`src/hw/app_params.svh`:
```
`ifndef APP_PARAMS_SVH
`define APP_PARAMS_SVH

// ==============================
// Serial message format
// ==============================
`define APP_MSG_LEN             64
`define APP_RESP_LEN            64
`define APP_TYPE_LEN            8
`define APP_ARG_LEN             56
`define APP_TYPE_RESP_BIT       6   // Set in the type when a response follows

// Type codes, MSB always set so the start bit is the type MSB
`define APP_TYPE_ECHO           8'hC0
`define APP_TYPE_LED_SET        8'h81
`define APP_TYPE_STATUS         8'hC2
`define APP_TYPE_NOP            8'h80

`define APP_LED_COUNT           4

// ==============================
// SD data-in capture
// ==============================
`define APP_DAT_WIDTH           16
`define APP_BLOCK_WORDS         32  // 512-bit block
`define APP_WORD_COUNT_LEN      6   // Holds 0 to APP_BLOCK_WORDS
`define APP_ACCESS_MODE_LEN     4
`define APP_CMD6_WORD_IDX       8
`define APP_CMD6_MODE_LSB       8   // Nibble sits in bits 11:8

`endif

```
`src/hw/app_pkg.sv`:
```
`include "app_params.svh"

package app_pkg;

    // ==============================
    // Vector types
    // ==============================
    typedef logic [`APP_TYPE_LEN-1:0]        msg_type_t;
    typedef logic [`APP_ARG_LEN-1:0]         msg_arg_t;
    typedef logic [`APP_RESP_LEN-1:0]        resp_word_t;
    typedef logic [`APP_DAT_WIDTH-1:0]       dat_word_t;
    typedef logic [`APP_LED_COUNT-1:0]       led_t;
    typedef logic [`APP_ACCESS_MODE_LEN-1:0] access_mode_t;
    typedef logic [`APP_WORD_COUNT_LEN-1:0]  word_count_t;

    // ==============================
    // Structs
    // ==============================
    // Type first, so it lines up with the first bits on the wire
    typedef struct packed {
        msg_type_t msg_type;
        msg_arg_t  msg_arg;
    } msg_t;

    // Field order matches the status response layout
    typedef struct packed {
        access_mode_t access_mode;
        logic         block_done;   // All words of the block taken
        word_count_t  word_count;
    } sd_status_t;

    // Message decoder FSM
    typedef enum logic {
        IDLE,
        SHIFT
    } dec_state_t;

endpackage

```
`src/hw/msg_decoder.sv`:
```
`timescale 1ns/100ps
`include "app_params.svh"

module msg_decoder (
    input  logic          sd_datInWrite_clk,
    input  logic          spi_rst_,
    input  logic          data_in,
    output logic          msg_valid,
    output app_pkg::msg_t msg
);

    localparam int CNT_W = $clog2(`APP_MSG_LEN);

    app_pkg::dec_state_t     state;
    logic [CNT_W-1:0]        bit_cnt;   // Bits still to come after the start bit
    logic [`APP_MSG_LEN-1:0] shift_q;
    logic                    shift_en;

    // ==============================
    // Control FSM
    // ==============================
    always_ff @(posedge sd_datInWrite_clk or negedge spi_rst_) begin
        if (!spi_rst_) begin
            state     <= app_pkg::IDLE;
            bit_cnt   <= '0;
            msg_valid <= 1'b0;
        end else begin
            msg_valid <= 1'b0;
            case (state)
                app_pkg::IDLE: begin
                    // First high bit is the start bit and the type MSB
                    if (data_in) begin
                        state   <= app_pkg::SHIFT;
                        bit_cnt <= CNT_W'(`APP_MSG_LEN - 1);
                    end
                end
                app_pkg::SHIFT: begin
                    if (bit_cnt == '0) begin
                        msg_valid <= 1'b1;   // Whole message in shift_q
                        state     <= app_pkg::IDLE;
                    end else begin
                        bit_cnt <= bit_cnt - 1'b1;
                    end
                end
                default: state <= app_pkg::IDLE;
            endcase
        end
    end

    // Sample on the start bit and on each of the 63 bits after it
    assign shift_en = (state == app_pkg::IDLE) ? data_in : (bit_cnt != '0);

    // ==============================
    // Message shift register
    // ==============================
    always_ff @(posedge sd_datInWrite_clk) begin
        if (shift_en) begin
            shift_q <= {shift_q[`APP_MSG_LEN-2:0], data_in};   // MSB first
        end
    end

    // Held stable while idle, so it doubles as the output register
    assign msg = app_pkg::msg_t'(shift_q);

    // The host keeps the line at a known level once out of reset
    a_data_in_known: assert property (
        @(posedge sd_datInWrite_clk) disable iff (!spi_rst_)
        !$isunknown(data_in)
    ) else $error("data_in has an unknown value");

endmodule

```
`src/hw/cmd_executor.sv`:
```
`timescale 1ns/100ps
`include "app_params.svh"

module cmd_executor (
    input  logic                sd_datInWrite_clk,
    input  logic                spi_rst_,
    input  logic                msg_valid,
    input  app_pkg::msg_t       msg,
    input  app_pkg::sd_status_t status,
    output app_pkg::led_t       led,
    output logic                resp_valid,
    output app_pkg::resp_word_t resp
);

    // Zero fill below the payload of each response
    localparam int ECHO_PAD   = `APP_RESP_LEN - `APP_ARG_LEN;
    localparam int STATUS_PAD = `APP_RESP_LEN - $bits(app_pkg::sd_status_t);

    app_pkg::resp_word_t resp_next;
    logic                resp_flag;
    logic                led_load;

    assign resp_flag = msg.msg_type[`APP_TYPE_RESP_BIT];
    assign led_load  = msg_valid && (msg.msg_type == `APP_TYPE_LED_SET);

    // ==============================
    // Response word
    // ==============================
    always_comb begin
        case (msg.msg_type)
            `APP_TYPE_ECHO: begin
                resp_next = {msg.msg_arg, {ECHO_PAD{1'b0}}};   // Arg in 63:8
            end
            `APP_TYPE_STATUS: begin
                // Mode 63:60, block done 59, word count 58:53
                resp_next = {status, {STATUS_PAD{1'b0}}};
            end
            default: begin
                resp_next = '0;   // LED set, Nop and unknown types answer zeros
            end
        endcase
    end

    // ==============================
    // LED register and response strobe
    // ==============================
    always_ff @(posedge sd_datInWrite_clk or negedge spi_rst_) begin
        if (!spi_rst_) begin
            led        <= '0;
            resp_valid <= 1'b0;
        end else begin
            resp_valid <= msg_valid && resp_flag;
            if (led_load) begin
                led <= msg.msg_arg[`APP_LED_COUNT-1:0];
            end
        end
    end

    always_ff @(posedge sd_datInWrite_clk) begin
        if (msg_valid) begin
            resp <= resp_next;
        end
    end

    // Every decoded message carries known bits
    a_msg_known: assert property (
        @(posedge sd_datInWrite_clk) disable iff (!spi_rst_)
        msg_valid |-> !$isunknown(msg)
    ) else $error("msg has unknown bits while msg_valid is high");

endmodule

```
`src/hw/resp_shifter.sv`:
```
`timescale 1ns/100ps
`include "app_params.svh"

module resp_shifter (
    input  logic                sd_datInWrite_clk,
    input  logic                spi_rst_,
    input  logic                resp_valid,
    input  app_pkg::resp_word_t resp,
    output logic                data_out,
    output logic                data_oe
);

    localparam int CNT_W = $clog2(`APP_RESP_LEN);

    logic [CNT_W-1:0]    bit_cnt;   // Bits left after the current one
    app_pkg::resp_word_t shift_q;

    // ==============================
    // Output enable and bit counter
    // ==============================
    always_ff @(posedge sd_datInWrite_clk or negedge spi_rst_) begin
        if (!spi_rst_) begin
            data_oe <= 1'b0;
            bit_cnt <= '0;
        end else if (resp_valid) begin
            data_oe <= 1'b1;                        // MSB goes out right away
            bit_cnt <= CNT_W'(`APP_RESP_LEN - 1);
        end else if (data_oe) begin
            if (bit_cnt == '0) begin
                data_oe <= 1'b0;                    // Last bit done
            end else begin
                bit_cnt <= bit_cnt - 1'b1;
            end
        end
    end

    always_ff @(posedge sd_datInWrite_clk) begin
        if (resp_valid) begin
            shift_q <= resp;
        end else if (data_oe) begin
            shift_q <= {shift_q[`APP_RESP_LEN-2:0], 1'b0};
        end
    end

    // Line stays low while not driving
    assign data_out = data_oe && shift_q[`APP_RESP_LEN-1];

    // New response only once the previous one has gone out
    a_no_resp_overlap: assert property (
        @(posedge sd_datInWrite_clk) disable iff (!spi_rst_)
        resp_valid |-> (!data_oe || bit_cnt == '0)
    ) else $error("resp_valid while a response is still shifting");

endmodule

```
`src/hw/cmd6_capture.sv`:
```
`timescale 1ns/100ps
`include "app_params.svh"

module cmd6_capture (
    input  logic                sd_datInWrite_clk,
    input  logic                spi_rst_,
    input  logic                dat_in_rst,
    input  logic                dat_in_trigger,
    input  app_pkg::dat_word_t  dat_in_data,
    output app_pkg::sd_status_t status
);

    localparam app_pkg::word_count_t MODE_IDX  = app_pkg::word_count_t'(`APP_CMD6_WORD_IDX);
    localparam app_pkg::word_count_t LAST_WORD = app_pkg::word_count_t'(`APP_BLOCK_WORDS - 1);

    logic take_word;

    // Always accepted, counting stops once the block is full
    assign take_word = dat_in_trigger && !status.block_done;

    // ==============================
    // Word counter and mode capture
    // ==============================
    always_ff @(posedge sd_datInWrite_clk or negedge spi_rst_) begin
        if (!spi_rst_) begin
            status <= '0;
        end else if (dat_in_rst) begin
            // Restart of the block, mode keeps its last value
            status.word_count <= '0;
            status.block_done <= 1'b0;
        end else if (take_word) begin
            if (status.word_count == MODE_IDX) begin
                status.access_mode <=
                    dat_in_data[`APP_CMD6_MODE_LSB +: `APP_ACCESS_MODE_LEN];
            end
            status.word_count <= status.word_count + 1'b1;
            if (status.word_count == LAST_WORD) begin
                status.block_done <= 1'b1;   // 32nd word
            end
        end
    end

    // The SD side must present real data with every trigger
    a_dat_known: assert property (
        @(posedge sd_datInWrite_clk) disable iff (!spi_rst_)
        dat_in_trigger |-> !$isunknown(dat_in_data)
    ) else $error("dat_in_data has unknown bits while dat_in_trigger is high");

endmodule

```
`src/hw/app_top.sv`:
```
`timescale 1ns/100ps

module app_top (
    input  logic               sd_datInWrite_clk,
    input  logic               spi_rst_,

    // Serial command channel
    input  logic               data_in,
    output logic               data_out,
    output logic               data_oe,

    output app_pkg::led_t      led,

    // SD data-in stream
    input  logic               dat_in_rst,
    input  logic               dat_in_trigger,
    input  app_pkg::dat_word_t dat_in_data
);

    logic                msg_valid;
    app_pkg::msg_t       msg;
    logic                resp_valid;
    app_pkg::resp_word_t resp;
    app_pkg::sd_status_t status;

    // ==============================
    // Command path
    // ==============================
    msg_decoder msg_decoder_i (
        .sd_datInWrite_clk (sd_datInWrite_clk),
        .spi_rst_          (spi_rst_),
        .data_in           (data_in),
        .msg_valid         (msg_valid),
        .msg               (msg)
    );

    cmd_executor cmd_executor_i (
        .sd_datInWrite_clk (sd_datInWrite_clk),
        .spi_rst_          (spi_rst_),
        .msg_valid         (msg_valid),
        .msg               (msg),
        .status            (status),
        .led               (led),
        .resp_valid        (resp_valid),
        .resp              (resp)
    );

    resp_shifter resp_shifter_i (
        .sd_datInWrite_clk (sd_datInWrite_clk),
        .spi_rst_          (spi_rst_),
        .resp_valid        (resp_valid),
        .resp              (resp),
        .data_out          (data_out),
        .data_oe           (data_oe)
    );

    // ==============================
    // SD data-in observer
    // ==============================
    cmd6_capture cmd6_capture_i (
        .sd_datInWrite_clk (sd_datInWrite_clk),
        .spi_rst_          (spi_rst_),
        .dat_in_rst        (dat_in_rst),
        .dat_in_trigger    (dat_in_trigger),
        .dat_in_data       (dat_in_data),
        .status            (status)          // Read back by Status messages
    );

endmodule

```
`config.mk`:
```
export PLATFORM = sky130hd
export DESIGN_NAME = app_top
export DESIGN_NICKNAME = d
export VERILOG_FILES = /design/src/hw/app_pkg.sv /design/src/hw/msg_decoder.sv /design/src/hw/cmd_executor.sv /design/src/hw/resp_shifter.sv /design/src/hw/cmd6_capture.sv /design/src/hw/app_top.sv
export VERILOG_INCLUDE_DIRS = /design/src /design/src/hw
export SDC_FILE = /design/constraint.sdc
export NUM_CORES = 1
export LEC_CHECK = 0
export BUFFER_PORTS_ARGS = -buffer_cell sky130_fd_sc_hd__buf_4
export CAP_MARGIN = 0
export CORE_MARGIN = 8
export CORE_UTILIZATION = 40
export DETAILED_ROUTE_END_ITERATION = 6
export GPL_TIMING_DRIVEN = 0
export PLACE_DENSITY_LB_ADDON = 0.15
export SLEW_MARGIN = 40
export SYNTH_ARGS = -nofsm -noshare
export SYNTH_HDL_FRONTEND = slang
export SYNTH_SLANG_ARGS = --single-unit
```
`constraint.sdc`:
```
create_clock -name sd_datInWrite_clk -period 8.7 [get_ports sd_datInWrite_clk]
set_input_delay 0.87 -clock sd_datInWrite_clk [delete_from_list [all_inputs] [get_ports sd_datInWrite_clk]]
set_output_delay 0.87 -clock sd_datInWrite_clk [all_outputs]
set_load 0.1 [all_outputs]
```
Word-level counts from Yosys, hierarchy flattened

Cells that the tools add are included.

Add/sub/neg operators: 3
Eq/ne operators: 8
Mux-type cells: 21
Bitwise operators: 2
Reduce and logical (&&, ||, !) cells: 15

Operators by type and width:

| cell                                                                  | count |
|---|---|
| 64-bit two-way mux                                                    | 2 |
| 64-bit case mux with 2 select lines                                   | 1 |
| 6-bit two-way mux                                                     | 5 |
| 8-bit equality test, second input constant                            | 3 |
| 7-bit two-way mux                                                     | 2 |
| 6-bit zero test                                                       | 2 |
| 6-bit case mux with 2 select lines                                    | 1 |
| 6-bit by 1-bit subtractor with 6-bit output, second input constant    | 2 |
| 1-bit two-way mux                                                     | 9 |
| 6-bit by 1-bit adder with 6-bit output, second input constant         | 1 |
| 6-bit by 4-bit equality test with 1-bit output, second input constant | 1 |
| 6-bit by 5-bit equality test with 1-bit output, second input constant | 1 |
| 2-bit inequality test, second input constant                          | 3 |
| 2-bit AND reduction                                                   | 3 |
| 2-bit nonzero test                                                    | 3 |
| 6-bit nonzero test                                                    | 1 |
| 1-bit logical AND                                                     | 4 |
| 3-bit AND reduction                                                   | 1 |
| 1-bit NOT                                                             | 2 |
| 1-bit case mux with 2 select lines                                    | 1 |
| 1-bit zero test                                                       | 1 |

Bits in registers: 223
Input bits: 21
Output and inout port bits: 6
Word-level logic and storage cells: 62

Longest topological paths before layout

Word-level depth: 4
Gate-level depth with buffers: 6
Depth with buffers taken out: 6

By module

From an unflattened synthesis, not the netlist that was laid out.

Cells, all modules: 493
Area total of the unflattened synthesis: 8508.2 sq um

By module, submodules not included:

| module       | times used | cells each | area an instance (sq um) | seq. area each (sq um) |
|---|---|---|---|---|
| resp_shifter | 1          | 179        | 3116.7                   | 2097.0 |
| cmd_executor | 1          | 157        | 2473.6                   | 1806.7 |
| msg_decoder  | 1          | 109        | 2367.3                   | 2122.0 |
| cmd6_capture | 1          | 48         | 550.5                    | 275.3 |

Worst setup path after synthesis

Ideal clock, no wire load.

Kind: input -> register
Start: in data_in
End: reg msg_decoder_i.bit_cnt[0]
Library setup time: 0.088 ns
Data arrival time: 4.620 ns
Required time: 8.612 ns
Path slack: 3.992 ns
Stages: 3
Path buffers: 0
Cells stage by stage: nor2_1 > a21oi_1 > mux2_2

Longest elaborated chain between the ends: 2

RTL lines:

| element                         | line              | RTL |
|---|---|---|
| start: declaration              | app_top.sv:8      | `input logic data_in,` |
| 2-bit inequality test (no line) | --                |  |
| 2-bit AND reduction (no line)   | --                |  |
| end signal: assignment          | msg_decoder.sv:34 | `` bit_cnt <= CNT_W'(`APP_MSG_LEN - 1); `` |
| end signal: assignment          | msg_decoder.sv:42 | `bit_cnt <= bit_cnt - 1'b1;` |
| end: declaration                | msg_decoder.sv:15 | `logic [CNT_W-1:0] bit_cnt;` |

Every way passes these cells.
A chain may end at the register's enable or synchronous reset.

Worst setup path after layout

Start: reg resp_shifter_i.data_oe
End: out data_out

Longest elaborated chain between the ends: 1

RTL lines:

| element                  | line               | RTL |
|---|---|---|
| start: declaration       | resp_shifter.sv:10 | `output logic data_oe` |
| start signal: assignment | resp_shifter.sv:23 | `data_oe <= 1'b0;` |
| start signal: assignment | resp_shifter.sv:26 | `data_oe <= 1'b1;` |
| start signal: assignment | resp_shifter.sv:30 | `data_oe <= 1'b0;` |
| 1-bit logical AND        | resp_shifter.sv:46 | `` assign data_out = data_oe && shift_q[`APP_RESP_LEN-1]; `` |
| end: declaration         | app_top.sv:9       | `output logic data_out,` |

Every way passes these cells.

==> reports/qor.txt <==
Final WS setup -> 6.46 ns
Starting Density -> 40.8%
First-pass GRT wire length -> 20.3 mm
Post-Route Utilization -> 47.1%
Vias in the first global route -> 3900
Mapped Nets -> 485
Synth cell types -> 39
Synth warnings -> 0
Share of post-route cells with drive strength above 1 -> 23.3%
Ant diodes -> 0
CTS H-tree lvls -> 1
Switching Power -> 0.697 mW
Setup Viol. Count Final -> 0
DRC violation count after routing -> 0
Post-DRT Antenna Nets -> 0
Max VDD drop -> 0.000149 V
GRT overflow -> 0
Total Routed Length -> 12.2 mm
Worst slew margin -> 55.7%
Critical path type -> reg2out
CP Launch Type -> flop
Top-count cell post-synth -> edfxtp_1
CTS tree -> built
Crit path cell chain -> and2_1 > buf_4
Clk pwr share -> 31.1%
Port Buffers -> 13
Critical path's largest stage delay -> 0.45 ns
Clk Latency, worst-skew pair -> 0.49 ns
Sequential share of the synthesized area -> 76.3%
Slowest stage cell, crit path -> dfrtp_1
Outcome -> complete, no violations
Clock Tree Root -> clkbuf_16
Final #Nets -> 527
Slew @ Worst Pin -> 0.664 ns
Fin. max-slew vios -> 0
Sequential share of power -> 56.1%
RSZ-0062 raised after global routing -> false
Number of clock sinks -> 207
CP max FO -> 7
Die height -> 157 um
Total iterations of the first detailed-routing run -> 4
Die W -> 157 um
Combinational share of power -> 12.8%
Async SR Flop Fraction -> 15.0%
Clk slew on worst S/H paths -> 0.06 ns
Starting DRT DRC Count -> 185
DP Worst Slack -> 6.32 ns
Flops & latches, synth -> 207
Ports -> 27
Hold WS -> 0.315 ns
Top cells by area, synth -> edfxtp_1 (67%), dfrtp_1 (9.8%), mux2_2 (9.2%), and2_1 (3.9%), nor2_1 (1.5%)
Fill count -> 1704
Pleak -> 3.21 nW
Layout area overhead -> 15.4%
Worst setup EP type -> output pin
Vias per cell -> 4.69
Stages on worst setup path -> 2
Initial antenna violation count -> 0
Clk_skew -> 0.00862 ns
Class of the worst hold path -> in2async
Fmax achieved -> 445 MHz
# resized after CTS -> 0
Reg-to-reg startpoint -> msg_decoder_i.msg[61]
Internal power -> 2.11 mW
WP data arrival -> 1.37 ns
Top cells by count, synth -> edfxtp_1 (176), mux2_2 (65), and2_1 (49), nor2_1 (32), dfrtp_1 (31)
Count of final hold-check violations -> 0
Synth Flop Type -> edfxtp_1
Post-CTS Setup Repair Bufs -> 0
Worst Path Buf+Inv -> 1
Core box area -> 19500 um^2
Net Sw Frac -> 24.8%
Vias after detailed routing -> 3659
Setup TNS -> 0 ns
Hold-fix buffers, CTS -> 0
Placed Cells incl. Taps -> 742
Post-Syn Area -> 7950 um^2
Clock buffer depth -> 3
Cell Rows -> 51
Cells after Synth -> 458
Post-Syn Area per Cell -> 17.4 um^2
DIE AREA -> 24600 um^2
Final Non-Filler Cells -> 780
Synth top area share -> 66.5%
Area leader, netlist -> edfxtp_1
Hpwl dp -> 7.49 mm
GPL Wtd Cong -> 0.772
Crit path from -> resp_shifter_i.data_oe
DR WL/cell -> 15.6 um
Period utilisation layout -> 25.8%
Gr usage total -> 10.3%
Max cap viols -> 0
Required time of the critical path -> 7.83 ns
Power Density -> 307 nW/um^2
Largest net degree at the start of global routing -> 43
Delay-heaviest family, CP -> flip-flops
Number of synthesized flops with an enable pin -> 176
R2r worst-path depth -> 5
Min Tclk post-route -> 2.24 ns
CTS Buf Count -> 21
-- registers in the layout, indices dropped and copies added, names as in the netlist --
| register | cells |
|---|---|
| resp_shifter_i.data_oe | 1 |
| msg_decoder_i.msg_valid | 1 |
| cmd_executor_i.resp | 56 |
| msg_decoder_i.state | 1 |
| cmd_executor_i.resp_valid | 1 |
| cmd6_capture_i.status | 11 |
| resp_shifter_i.bit_cnt | 6 |
| msg_decoder_i.msg | 64 |
| cmd_executor_i.led | 4 |
| resp_shifter_i.shift_q | 56 |
| msg_decoder_i.bit_cnt | 6 |
-- metrics by stage --
| step | power (mW) | area (um^2) |
|---|---|---|
| after floorplan | 1.82 | 7950 |
| after CTS | 2.86 | 9160 |
| final | 2.81 | 9170 |
| after global routing | 2.96 | 9170 |
| after detailed placement | 1.96 | 8490 |
| after global placement | 1.94 | 8380 |
-- power groups by stage --
stage	registers, mW	logic, mW	clock network (mW)
after floorplan	1.57	0.255	0
after global placement	1.61	0.326	0
after detailed placement	1.60	0.369	0
after CTS	1.58	0.368	0.906
after global routing	1.61	0.401	0.951
final	1.58	0.360	0.875
-- layout make-up --
class                   count  area (um^2)  share of cell area, %
flip-flops and latches    207         6060                   66.2
clock inverters             7         85.1                  0.928
multi-input cells         226         1800                   19.7
plain buffers              16         67.6                  0.737
repair buffers             19          198                   2.16
inverters                   9         36.3                  0.396
clock buffers              31          583                   6.36
well taps                 265          332                   3.62
-- worst paths after layout --
| path | slack [ns] | endpoint |
|---|---|---|
| max | 6.46 | data_out |
| min | 0.32 | cmd6_capture_i.status[1] |
| max reg2reg | 6.57 | cmd_executor_i.resp[49] |
| min reg2reg | 0.44 | msg_decoder_i.msg[21] |
| max in group asynchronous | 8.03 | msg_decoder_i.msg_valid |
| min in group sd_datInWrite_clk | 0.44 | msg_decoder_i.msg[21] |
-- cell families after synthesis --
family	Yosys count	share of synthesized area [%]
compound gates	17	1.46
xor+xnor	8	0.882
fa+ha+maj	6	0.945
buf+inv	25	1.28
flops	207	76.3
mux	76	10.6
simple gates	119	8.57
-- layout by cell type, fill, tap and decap left out, drive strengths merged, types with 10 or more instances in the layout --
master | netlist | layout
and2 | 49 | 49
buf | 2 | 21
clkbuf | 14 | 45
dfrtp | 31 | 31
edfxtp | 176 | 176
inv | 9 | 10
mux2 | 65 | 65
mux2i | 11 | 11
nor2 | 33 | 33
-- per-layer routing --
layer	wire, um	vias to the layer above	track usage, %
li1	-	1777	-
met1	5520	1833	13.0
met3	445	12	2.22
met5	0	-	0
met2	6030	37	17.5
met4	179	0	3.11
No activity file was read; power rests on OpenSTA's default activity.
